<file path="config.mk">
export PLATFORM = sky130hd
export DESIGN_NAME = pipe_ctrl
export DESIGN_NICKNAME = d
export VERILOG_FILES = /design/src/core_ctrl_pkg.sv /design/src/exc_csr_if.sv /design/src/stage_if.sv /design/src/pipe_ctrl.sv /design/src/mach_csr.sv /design/src/redirect_ctrl.sv /design/src/fwd_hazard_unit.sv
export SDC_FILE = /design/constraint.sdc
export NUM_CORES = 1
export LEC_CHECK = 0
export BUFFER_PORTS_ARGS = -buffer_cell sky130_fd_sc_hd__buf_2
export CELL_PAD_IN_SITES_DETAIL_PLACEMENT = 1
export CELL_PAD_IN_SITES_GLOBAL_PLACEMENT = 2
export CORE_MARGIN = 10
export CORE_UTILIZATION = 26
export CTS_BUF_LIST = sky130_fd_sc_hd__clkbuf_8
export CTS_CLUSTER_DIAMETER = 50
export DETAILED_ROUTE_END_ITERATION = 10
export PLACE_DENSITY = 0.88
export SYNTH_ARGS = -nofsm -noshare
export SYNTH_HDL_FRONTEND = slang
export SYNTH_HIERARCHICAL = 1
export SYNTH_SLANG_ARGS = --single-unit
</file>
<file path="constraint.sdc">
create_clock -name clk -period 7.2 [get_ports clk]
set_clock_uncertainty 0.2 [all_clocks]
set_input_delay 1.08 -clock clk [delete_from_list [all_inputs] [get_ports clk]]
set_output_delay 1.08 -clock clk [all_outputs]
set_load 0.03 [all_outputs]
</file>
<file path="src/core_ctrl_pkg.sv">
`default_nettype none

package core_ctrl_pkg;

    ////////////////////////////////////////////////////////////////////////////
    // Datapath widths
    ////////////////////////////////////////////////////////////////////////////
    localparam int WORD_W     = 32;             // Data and address width
    localparam int REG_ADDR_W = 5;              // GPR index width
    localparam int EXP_CODE_W = 4;              // Exception cause width
    localparam int CSR_ADDR_W = 12;             // CSR space width

    ////////////////////////////////////////////////////////////////////////////
    // Operand forwarding selects
    ////////////////////////////////////////////////////////////////////////////
    localparam logic [1:0] FWD_NONE = 2'b00;    // Register file value
    localparam logic [1:0] FWD_EX   = 2'b01;    // Result of insn in EX
    localparam logic [1:0] FWD_MEM  = 2'b10;    // Result of insn in MEM

    // Exception code zero means the instruction is clean
    localparam logic [EXP_CODE_W-1:0] EXP_NONE = 4'h0;

    ////////////////////////////////////////////////////////////////////////////
    // Machine CSR addresses
    ////////////////////////////////////////////////////////////////////////////
    localparam logic [CSR_ADDR_W-1:0] CSR_MSTATUS = 12'h300; // Bit 0 trap active
    localparam logic [CSR_ADDR_W-1:0] CSR_MEPC    = 12'h341; // Trapped PC
    localparam logic [CSR_ADDR_W-1:0] CSR_MCAUSE  = 12'h342; // Trap cause

    // Memory-operation nibble, raw or by field
    typedef union packed {
        logic [3:0] raw;                        // As carried by the pipeline
        struct packed {
            logic       is_load;                // 1xxx
            logic       is_store;               // 01xx when not a load
            logic [1:0] size;                   // Access size
        } fld;                                  // As read by the hazard logic
    } mem_op_u;

endpackage

`default_nettype wire
</file>
<file path="src/exc_csr_if.sv">
`timescale 1ns/1ps
`default_nettype none

// Trap save and return path between redirect logic and machine CSRs
interface exc_csr_if;
    import core_ctrl_pkg::*;

    logic                  save_exp;        // One-cycle trap strobe
    logic                  restore_exp;     // One-cycle eret strobe
    logic [EXP_CODE_W-1:0] exp_code;        // Cause to latch on save
    logic [WORD_W-1:0]     epc;             // PC to latch on save
    logic [WORD_W-1:0]     mepc;            // Stored return address

    // Redirect side
    modport ctrl (output save_exp, restore_exp, exp_code, epc,
                  input  mepc);

    // CSR side
    modport csr (input  save_exp, restore_exp, exp_code, epc,
                 output mepc);

endinterface

`default_nettype wire

</file>
<file path="src/stage_if.sv">
`timescale 1ns/1ps
`default_nettype none

// Destination side of one pipeline stage
interface stage_if;
    import core_ctrl_pkg::*;

    logic                  en;              // Stage holds a live insn
    logic [REG_ADDR_W-1:0] rd_addr;         // GPR destination
    logic                  gpr_we;          // Writes the GPR file, active high
    mem_op_u               mem_op;          // Load/store class and size

    // Filled from the pipeline registers
    modport src (output en, rd_addr, gpr_we, mem_op);

    // Seen by the hazard logic
    modport sink (input en, rd_addr, gpr_we, mem_op);

endinterface

`default_nettype wire

</file>
<file path="src/pipe_ctrl.sv">
`timescale 1ns/1ps
`default_nettype none

module pipe_ctrl #(
    parameter logic [core_ctrl_pkg::WORD_W-1:0] TRAP_VECTOR = 32'h0000_0100
) (
    input  logic                                 clk,
    input  logic                                 rst,
    // ID operands
    input  logic [1:0]                           src_reg_used,
    input  logic [core_ctrl_pkg::REG_ADDR_W-1:0] id_rs1_addr,
    input  logic [core_ctrl_pkg::REG_ADDR_W-1:0] id_rs2_addr,
    input  logic                                 id_is_store,
    // EX stage
    input  logic                                 ex_en,
    input  logic [core_ctrl_pkg::REG_ADDR_W-1:0] ex_rd_addr,
    input  logic                                 ex_gpr_we,
    input  logic [3:0]                           ex_mem_op,
    input  logic [core_ctrl_pkg::REG_ADDR_W-1:0] ex_rs1_addr,
    input  logic [core_ctrl_pkg::REG_ADDR_W-1:0] ex_rs2_addr,
    // MEM stage
    input  logic                                 mem_en,
    input  logic [core_ctrl_pkg::REG_ADDR_W-1:0] mem_rd_addr,
    input  logic                                 mem_gpr_we,
    input  logic [3:0]                           mem_mem_op,
    input  logic [core_ctrl_pkg::WORD_W-1:0]     mem_pc,
    input  logic [core_ctrl_pkg::EXP_CODE_W-1:0] mem_exp_code,
    input  logic                                 is_eret,
    input  logic                                 br_taken,
    // CSR software port
    input  logic                                 csr_we,
    input  logic [core_ctrl_pkg::CSR_ADDR_W-1:0] csr_waddr,
    input  logic [core_ctrl_pkg::WORD_W-1:0]     csr_wdata,
    input  logic [core_ctrl_pkg::CSR_ADDR_W-1:0] csr_raddr,
    output logic [core_ctrl_pkg::WORD_W-1:0]     csr_rdata,
    // Forwarding
    output logic [1:0]                           rs1_fwd_ctrl,
    output logic [1:0]                           rs2_fwd_ctrl,
    output logic                                 ex_rs1_fwd_en,
    output logic                                 ex_rs2_fwd_en,
    // Pipeline control
    output logic                                 if_stall,
    output logic                                 if_flush,
    output logic                                 id_flush,
    output logic                                 ex_flush,
    output logic                                 mem_flush,
    output logic [core_ctrl_pkg::WORD_W-1:0]     new_pc
);

    logic ld_hazard;                        // Hazard unit to redirect

    stage_if   ex_stg ();
    stage_if   mem_stg ();
    exc_csr_if exc ();

    // Stage descriptors onto the interfaces
    assign ex_stg.en          = ex_en;
    assign ex_stg.rd_addr     = ex_rd_addr;
    assign ex_stg.gpr_we      = ex_gpr_we;
    assign ex_stg.mem_op.raw  = ex_mem_op;
    assign mem_stg.en         = mem_en;
    assign mem_stg.rd_addr    = mem_rd_addr;
    assign mem_stg.gpr_we     = mem_gpr_we;
    assign mem_stg.mem_op.raw = mem_mem_op;

    fwd_hazard_unit u_fwd (
        .ex_stg        (ex_stg.sink),
        .mem_stg       (mem_stg.sink),
        .src_reg_used  (src_reg_used),
        .id_rs1_addr   (id_rs1_addr),
        .id_rs2_addr   (id_rs2_addr),
        .id_is_store   (id_is_store),
        .ex_rs1_addr   (ex_rs1_addr),
        .ex_rs2_addr   (ex_rs2_addr),
        .rs1_fwd_ctrl  (rs1_fwd_ctrl),
        .rs2_fwd_ctrl  (rs2_fwd_ctrl),
        .ex_rs1_fwd_en (ex_rs1_fwd_en),
        .ex_rs2_fwd_en (ex_rs2_fwd_en),
        .ld_hazard     (ld_hazard)
    );

    redirect_ctrl #(.TRAP_VECTOR(TRAP_VECTOR)) u_redir (
        .mem_en       (mem_en),
        .mem_pc       (mem_pc),
        .mem_exp_code (mem_exp_code),
        .is_eret      (is_eret),
        .br_taken     (br_taken),
        .ld_hazard    (ld_hazard),
        .csr          (exc.ctrl),
        .new_pc       (new_pc),
        .if_stall     (if_stall),
        .if_flush     (if_flush),
        .id_flush     (id_flush),
        .ex_flush     (ex_flush),
        .mem_flush    (mem_flush)
    );

    mach_csr u_csr (
        .clk       (clk),
        .rst       (rst),
        .csr       (exc.csr),
        .csr_we    (csr_we),
        .csr_waddr (csr_waddr),
        .csr_wdata (csr_wdata),
        .csr_raddr (csr_raddr),
        .csr_rdata (csr_rdata)
    );

endmodule

`default_nettype wire

</file>
<file path="src/mach_csr.sv">
`timescale 1ns/1ps
`default_nettype none

module mach_csr (
    input  logic                                 clk,
    input  logic                                 rst,          // Sync, active high
    exc_csr_if.csr                               csr,
    input  logic                                 csr_we,       // Software write
    input  logic [core_ctrl_pkg::CSR_ADDR_W-1:0] csr_waddr,
    input  logic [core_ctrl_pkg::WORD_W-1:0]     csr_wdata,
    input  logic [core_ctrl_pkg::CSR_ADDR_W-1:0] csr_raddr,
    output logic [core_ctrl_pkg::WORD_W-1:0]     csr_rdata
);
    import core_ctrl_pkg::*;

    logic [WORD_W-1:0]     mepc_q;          // Return address
    logic [EXP_CODE_W-1:0] mcause_q;        // Last trap cause
    logic                  trap_act_q;      // Inside a handler
    logic                  wr_mepc;
    logic                  wr_mcause;

    // Software write decode
    assign wr_mepc   = csr_we && (csr_waddr == CSR_MEPC);
    assign wr_mcause = csr_we && (csr_waddr == CSR_MCAUSE);

    ////////////////////////////////////////////////////////////////////////////
    // Register update
    ////////////////////////////////////////////////////////////////////////////
    always_ff @(posedge clk) begin
        if (rst) begin
            mepc_q     <= '0;
            mcause_q   <= EXP_NONE;
            trap_act_q <= 1'b0;
        end else begin
            if (csr.save_exp) begin
                mepc_q   <= csr.epc;                    // Hardware beats software
                mcause_q <= csr.exp_code;
            end else begin
                if (wr_mepc) begin
                    mepc_q <= csr_wdata;
                end
                if (wr_mcause) begin
                    mcause_q <= csr_wdata[EXP_CODE_W-1:0]; // Upper bits dropped
                end
            end
            if (csr.save_exp) begin
                trap_act_q <= 1'b1;
            end else if (csr.restore_exp) begin
                trap_act_q <= 1'b0;
            end
        end
    end

    assign csr.mepc = mepc_q;               // Eret target

    ////////////////////////////////////////////////////////////////////////////
    // Read port
    ////////////////////////////////////////////////////////////////////////////
    always_comb begin
        case (csr_raddr)
            CSR_MSTATUS: csr_rdata = {{(WORD_W-1){1'b0}}, trap_act_q};
            CSR_MEPC:    csr_rdata = mepc_q;
            CSR_MCAUSE:  csr_rdata = {{(WORD_W-EXP_CODE_W){1'b0}}, mcause_q};
            default:     csr_rdata = '0;    // Unimplemented reads zero
        endcase
    end

endmodule

`default_nettype wire

</file>
<file path="src/redirect_ctrl.sv">
`timescale 1ns/1ps
`default_nettype none

module redirect_ctrl #(
    parameter logic [core_ctrl_pkg::WORD_W-1:0] TRAP_VECTOR = 32'h0000_0100
) (
    input  logic                                 mem_en,       // MEM insn live
    input  logic [core_ctrl_pkg::WORD_W-1:0]     mem_pc,
    input  logic [core_ctrl_pkg::EXP_CODE_W-1:0] mem_exp_code,
    input  logic                                 is_eret,      // Return from trap
    input  logic                                 br_taken,
    input  logic                                 ld_hazard,    // From hazard unit
    exc_csr_if.ctrl                              csr,
    output logic [core_ctrl_pkg::WORD_W-1:0]     new_pc,
    output logic                                 if_stall,
    output logic                                 if_flush,
    output logic                                 id_flush,
    output logic                                 ex_flush,
    output logic                                 mem_flush
);
    import core_ctrl_pkg::*;

    logic trap;                             // Precise trap at MEM
    logic eret;                             // Return taken this cycle

    // Trap outranks a return in the same slot
    assign trap = mem_en && (mem_exp_code != EXP_NONE);
    assign eret = mem_en && is_eret && !trap;

    ////////////////////////////////////////////////////////////////////////////
    // Redirect target and CSR strobes
    ////////////////////////////////////////////////////////////////////////////
    always_comb begin
        new_pc          = '0;               // No redirect
        csr.save_exp    = 1'b0;
        csr.restore_exp = 1'b0;
        csr.exp_code    = EXP_NONE;
        csr.epc         = '0;
        if (trap) begin
            new_pc       = TRAP_VECTOR;     // Single entry point
            csr.save_exp = 1'b1;
            csr.exp_code = mem_exp_code;
            csr.epc      = mem_pc;          // Faulting insn restarts
        end else if (eret) begin
            new_pc          = csr.mepc;
            csr.restore_exp = 1'b1;
        end
    end

    ////////////////////////////////////////////////////////////////////////////
    // Stall and flush
    ////////////////////////////////////////////////////////////////////////////
    assign if_stall  = ld_hazard;           // Hold fetch on load-use
    assign if_flush  = trap || eret;
    assign id_flush  = trap || ld_hazard || br_taken; // Bubble into EX
    assign ex_flush  = trap;
    assign mem_flush = trap;

endmodule

`default_nettype wire

</file>
<file path="src/fwd_hazard_unit.sv">
`timescale 1ns/1ps
`default_nettype none

module fwd_hazard_unit (
    stage_if.sink                           ex_stg,         // Insn now in EX
    stage_if.sink                           mem_stg,        // Insn now in MEM
    input  logic [1:0]                      src_reg_used,   // Bit 0 rs1, bit 1 rs2
    input  logic [core_ctrl_pkg::REG_ADDR_W-1:0] id_rs1_addr,
    input  logic [core_ctrl_pkg::REG_ADDR_W-1:0] id_rs2_addr,
    input  logic                            id_is_store,    // ID insn is a store
    input  logic [core_ctrl_pkg::REG_ADDR_W-1:0] ex_rs1_addr,
    input  logic [core_ctrl_pkg::REG_ADDR_W-1:0] ex_rs2_addr,
    output logic [1:0]                      rs1_fwd_ctrl,
    output logic [1:0]                      rs2_fwd_ctrl,
    output logic                            ex_rs1_fwd_en,  // Late store data from MEM
    output logic                            ex_rs2_fwd_en,
    output logic                            ld_hazard       // Load-use stall request
);
    import core_ctrl_pkg::*;

    logic ex_writes;                        // EX will write a GPR
    logic mem_writes;                       // MEM will write a GPR
    logic ex_is_load;
    logic mem_is_load;
    logic ex_is_store;
    logic rs1_ld_hit;                       // EX load feeds rs1
    logic rs2_ld_hit;                       // EX load feeds rs2

    ////////////////////////////////////////////////////////////////////////////
    // Stage qualification
    ////////////////////////////////////////////////////////////////////////////
    assign ex_writes   = ex_stg.en && ex_stg.gpr_we;
    assign mem_writes  = mem_stg.en && mem_stg.gpr_we;
    assign ex_is_load  = ex_stg.mem_op.fld.is_load;            // 1xxx
    assign mem_is_load = mem_stg.mem_op.fld.is_load;
    // Store bit only counts with the load bit clear
    assign ex_is_store = !ex_stg.mem_op.fld.is_load && ex_stg.mem_op.fld.is_store;

    // Select for one ID operand, EX result is youngest so it wins
    function automatic logic [1:0] fwd_sel(
        input logic                  used,
        input logic [REG_ADDR_W-1:0] rs
    );
        logic [1:0] sel;
        sel = FWD_NONE;
        if (used && (rs != '0)) begin                           // r0 is hardwired
            if (ex_writes && (ex_stg.rd_addr == rs)) begin
                sel = FWD_EX;
            end else if (mem_writes && (mem_stg.rd_addr == rs)) begin
                sel = FWD_MEM;
            end
        end
        return sel;
    endfunction

    // Load in MEM hands its data to a store in EX
    function automatic logic st_data_fwd(
        input logic [REG_ADDR_W-1:0] rs
    );
        logic hit;
        hit = mem_writes && mem_is_load && ex_is_store
              && (rs != '0) && (mem_stg.rd_addr == rs);
        return hit;
    endfunction

    ////////////////////////////////////////////////////////////////////////////
    // Forwarding selects
    ////////////////////////////////////////////////////////////////////////////
    always_comb begin
        rs1_fwd_ctrl  = fwd_sel(src_reg_used[0], id_rs1_addr);
        rs2_fwd_ctrl  = fwd_sel(src_reg_used[1], id_rs2_addr);
        ex_rs1_fwd_en = st_data_fwd(ex_rs1_addr);
        ex_rs2_fwd_en = st_data_fwd(ex_rs2_addr);
    end

    ////////////////////////////////////////////////////////////////////////////
    // Load-use hazard
    ////////////////////////////////////////////////////////////////////////////
    assign rs1_ld_hit = src_reg_used[0] && (ex_stg.rd_addr == id_rs1_addr);
    assign rs2_ld_hit = src_reg_used[1] && (ex_stg.rd_addr == id_rs2_addr);

    // A store's rs2 is its data, covered later by the MEM to EX path
    // so only its base register must wait for the load
    always_comb begin
        ld_hazard = 1'b0;
        if (ex_writes && ex_is_load) begin
            ld_hazard = rs1_ld_hit || (rs2_ld_hit && !id_is_store);
        end
    end

endmodule

`default_nettype wire

</file>
# Word-level counts from Yosys, hierarchy flattened
# Cells that the tools add are included.
dict set report totals {
  output_inout_bits 75
  regBits 37
  elab_cells 74
  input_bits 142
}
dict set report op_classes {
  reduce_logical 39
  n_eq_ne 11
  n_mux 21
}
# operator count
set op_table {}
lappend op_table {{32-bit 2-to-1 mux} 5}
lappend op_table {{32-bit case mux with 3 select lines} 1}
lappend op_table {{12-bit by 10-bit == test with 1-bit output (second input constant)} 5}
lappend op_table {{5-bit == test} 6}
lappend op_table {{1-bit logical AND} 24}
lappend op_table {{5-bit nonzero test} 4}
lappend op_table {{2-bit 2-to-1 mux} 6}
lappend op_table {{4-bit 2-to-1 mux} 3}
lappend op_table {{1-bit 2-to-1 mux} 6}
lappend op_table {{2-bit nonzero test} 3}
lappend op_table {{1-bit logical OR} 4}
lappend op_table {{4-bit nonzero test} 1}
lappend op_table {{1-bit logical NOT} 3}

# Logic depth before layout (Yosys ltp)
dict set report logic_depth {
  word_depth 8
  ltp_mapped 7
  ltp_nobuf 5
}

# Modules after synthesis
# Netlist, hierarchy kept.
# module area_per_inst_um2 instances cells_per_inst seq_area_each_um2
set by_module_without_submodules {}
lappend by_module_without_submodules {mach_csr 2489.9 1 255 740.7}
lappend by_module_without_submodules {redirect_ctrl 809.5 1 118 0.0}
lappend by_module_without_submodules {fwd_hazard_unit 442.9 1 61 0.0}

# Least setup slack after synthesis
# No wires, ideal clock.
dict set report synth_path {
  path_kind {input to output}
  start {input port mem_rd_addr[4] (netlist bit)}
  end {output port rs1_fwd_ctrl[1]}
  slack_ps 3472
  path_stages 5
  path_buffers 1
  arrival_ps 2448
  cell_sequence {clkbuf_1 > xor2_1 > nor4_1 > nand4_1 > nor3b_1}
}
dict set report synth_via {
  elab_chain_cells 5
}
# item line_no
set synth_rtl {}
lappend synth_rtl {{start: declaration} pipe_ctrl.sv:23} ;# input logic [core_ctrl_pkg::REG_ADDR_W-1:0] mem_rd_addr,
lappend synth_rtl {{5-bit == test} fwd_hazard_unit.sv:49} ;# end else if (mem_writes && (mem_stg.rd_addr == rs)) begin
lappend synth_rtl {{1-bit logical AND} fwd_hazard_unit.sv:49}
lappend synth_rtl {{2-bit 2-to-1 mux} fwd_hazard_unit.sv:49}
lappend synth_rtl {{2-bit 2-to-1 mux} fwd_hazard_unit.sv:47} ;# if (ex_writes && (ex_stg.rd_addr == rs)) begin
lappend synth_rtl {{2-bit 2-to-1 mux} fwd_hazard_unit.sv:46} ;# if (used && (rs != '0)) begin
lappend synth_rtl {{end: declaration} pipe_ctrl.sv:37} ;# output logic [1:0] rs1_fwd_ctrl,
# No other way between the ends.

# Final worst setup path
dict set report layout_path {
  start {input port csr_raddr[3] (netlist bit)}
  end {output port csr_rdata[0] (netlist bit)}
}
dict set report layout_via {
  elab_chain_cells 2
  word_cells_on_any_way 4
  cone_classes {eq/ne: 3; mux: 1}
}
# item line_no
set layout_rtl {}
lappend layout_rtl {{start: declaration} pipe_ctrl.sv:34} ;# input logic [core_ctrl_pkg::CSR_ADDR_W-1:0] csr_raddr,
lappend layout_rtl {{12-bit by 10-bit == test with 1-bit output} mach_csr.sv:60} ;# case (csr_raddr)
lappend layout_rtl {{32-bit case mux with 3 select lines (*)} mach_csr.sv:60}
lappend layout_rtl {{end: declaration} pipe_ctrl.sv:35} ;# output logic [core_ctrl_pkg::WORD_W-1:0] csr_rdata,
# Every way passes the cells marked *; elsewhere a longest branch is shown, timed or not.

==> impl_metrics.env <==
export IMPL_ys_ff_latch=37
export IMPL_routed_via_density=4.59
export IMPL_hold_class="flop to flop"
export IMPL_start_util_pct=26.8
export IMPL_synth_avg_cell_area_um2=8.62
export IMPL_core_area_um2=14000
export IMPL_tns_ns=0
export IMPL_synthArstFlopShare_pct=0
export IMPL_track_usage_pct=13.3
export IMPL_critPathKind="input port to output pin"
export IMPL_numCtsBuffers=5
export IMPL_period_needed_ns=4.15
export IMPL_clk_pin_slew_ns=0.09
export IMPL_rows=43
export IMPL_synth_edf_count=0
export IMPL_tightest_slew_ns=1.10
export IMPL_status="finished, final reports clean"
export IMPL_wl_mm=13.8
export IMPL_drt_pre_antenna_iters=4
export IMPL_grt_max_degree=74
export IMPL_grt_pass1_wl_mm=21.8
export IMPL_post_drt_wl_per_cell_um=17.2
export IMPL_power_uw=596
export IMPL_slew_headroom_pct=26.4
export IMPL_final_nets=765
export IMPL_cts_root_buffer="clkbuf_8"
export IMPL_slew_viol_final=0
export IMPL_gp_congestion=0.822
export IMPL_die_height_um=140
export IMPL_worstPathArrival_ns=2.87
export IMPL_endpoint_kind="output pin"
export IMPL_drtAntennaViolNets=0
export IMPL_overflow=0
export IMPL_fp_dieW_um=140
export IMPL_yosysSeqAreaShare_pct=19.8
export IMPL_via_count=3690
export IMPL_max_cap_viol_count=0
export IMPL_critPathLaunchType="input port"
export IMPL_grt_setup_unrepaired="no"
export IMPL_htree_levels=2
export IMPL_post_cts_buffers=0
export IMPL_cts_resized=0
export IMPL_final_layout_size_suffix_gt1_share_pct=47.8
export IMPL_holdBufCountCts=0
export IMPL_drcViolationCount=0
export IMPL_netlist_instances=434
export IMPL_period_share_pct=57.6
export IMPL_syn_to_final_growth_pct=32.2
export IMPL_crit_path_max_fanout=29
export IMPL_cellPowerDensity_nw_per_um2=120
export IMPL_port_buffers=211
export IMPL_syn_nets=576
export IMPL_vdd_drop_max_mv=0.0901
export IMPL_antenna_found_initial=1
export IMPL_synth_flop_cell="dfxtp_1"
export IMPL_fmax_mhz=241
export IMPL_hpwl_mm=11.2
export IMPL_synth_distinct_cells=45
export IMPL_die_area_um2=19600
export IMPL_syn_area_um2=3740
export IMPL_clock_latency_ns=0.29
export IMPL_cts_tree="yes"
export IMPL_clk_path_buf_depth=2
export IMPL_p_leak_uw=0.00238
export IMPL_finalHoldViolCount=0
export IMPL_ys_warn_count=6
export IMPL_cts_sinks=37
export IMPL_drtIter0Drc=75
export IMPL_diodes=0
export IMPL_required_ns=5.92
export IMPL_grt_pass1_vias=4159
export IMPL_ios=217
export IMPL_setup_viol=0
==> where the power goes <==
part	internal (uW)	switching [uW]	leakage (uW)
Clock	113	81.5	0.0000574
Sequential	218	8.88	0.000304
Combinational	87.5	87.5	0.00202
Total	418	178	0.00238
==> Yosys cell counts, types with 2 or more instances <==
| cell | number | share of area [%] |
|---|---|---|
| dfxtp_1 | 37 | 20 |
| buf_12 | 3 | 1.6 |
| inv_1 | 32 | 3.2 |
| xor2_1 | 16 | 3.7 |
| xnor2_1 | 12 | 2.8 |
| a22oi_1 | 3 | 0.60 |
| nor4_1 | 6 | 1.0 |
| and2_1 | 64 | 11 |
| clkbuf_1 | 13 | 1.3 |
| buf_2 | 3 | 0.40 |
| and4bb_2 | 2 | 0.67 |
| nand2_1 | 4 | 0.40 |
| nor2b_1 | 38 | 6.4 |
| a21oi_1 | 4 | 0.53 |
| o21ai_1 | 2 | 0.27 |
| mux2_4 | 30 | 12 |
| mux2_2 | 6 | 1.8 |
| mux2i_1 | 36 | 9.6 |
| nor3_1 | 7 | 0.94 |
| buf_6 | 4 | 1.2 |
| nor3_2 | 29 | 7.8 |
| nand4_1 | 7 | 1.2 |
| or4_1 | 2 | 0.40 |
| nor2_1 | 45 | 4.5 |
| buf_1 | 4 | 0.40 |
| nand3_1 | 2 | 0.27 |
| buf_4 | 5 | 1.0 |
==> kinds of logic after synthesis <==
family                    share of synthesized area [%]
and+or+nand+nor                                    37.5
muxes                                              23.5
buffers and inverters                              9.13
DFF                                                19.8
xor gates and xnor gates                           6.55
AOI/OAI and AO/OA                                  3.58
==> critical path, cell delays in order <==
cell,delay [ns]
buf_2,0.10
nor3_1,0.31
and4_1,0.90
a22o_1,0.25
buf_2,0.22
==> stage by stage <==
step / setup slack (ns) / utilization, % / std cells / instance area (um2) / hold WS, ns
5_1_grt: 2.82 / 35.4 / 804 / 4950 / 0.344
3_5_place_dp: 2.97 / 34.5 / 796 / 4830 / 0.270
4_1_cts: 2.96 / 35.4 / 804 / 4950 / 0.291
2_1_floorplan: 3.47 / - / 434 / 3740 / 0.249
6_report: 3.05 / 35.4 / 804 / 4950 / 0.283
3_3_place_gp: 2.96 / 34.5 / 796 / 4830 / 0.259
==> registers in the layout, summed over array words and instances, names as in the netlist <==
| signal | count |
|---|---|
| u_csr/mcause_q | 4 |
| u_csr/trap_act_q | 1 |
| u_csr/csr.mepc | 32 |
==> routing by layer <==
layer / vias up / part of all wire, % / track usage, %
li1: 1814 / - / -
met1: 1717 / 40 / 13.9
met2: 144 / 50 / 24.3
met3: 13 / 9.5 / 5.61
met4: 2 / 1.0 / 2.72
met5: - / 0.080 / 0
==> final cells by class <==
type | count | area [um2]
Clock buffer | 6 | 82.6
Timing Repair Buffer | 214 | 1080
Fill cell | 1775 | 9040
Multi-Input combinational cell | 333 | 2660
Tap cell | 180 | 225
Inverter | 32 | 120
Clock inverter | 2 | 37.5
Sequential cell | 37 | 741
==> worst paths after layout <==
kind / slack, ns / from / end / cells past startpoint
hold reg to reg: 0.28 / u_csr/trap_act_q$_SDFFE_PP0P_ / u_csr/trap_act_q$_SDFFE_PP0P_ / 2
setup / recovery: 3.05 / csr_raddr[3] / csr_rdata[0] / 5
setup reg to reg: 6.13 / u_csr/csr.mepc[8]$_SDFFE_PP0P_ / u_csr/csr.mepc[8]$_SDFFE_PP0P_ / 2
hold / removal: 0.28 / u_csr/trap_act_q$_SDFFE_PP0P_ / u_csr/trap_act_q$_SDFFE_PP0P_ / 2
==> cells in the final DEF, fill, tap and decap left out, drive strengths merged, types with 2 or more instances in the layout <==
cell / count
or4: 3
nor2: 45
mux2: 36
a22oi: 3
clkbuf: 6
nor3: 36
o21ai: 2
and4bb: 2
dfxtp: 37
inv: 32
nor4b: 3
and2: 64
nand4: 7
nor4: 6
mux2i: 36
nand3: 2
nor2b: 38
buf: 214
a21oi: 4
xor2: 16
nand2: 4
xnor2: 12
nor3b: 2
a41oi: 2
(Power assumes the default switching activity.)
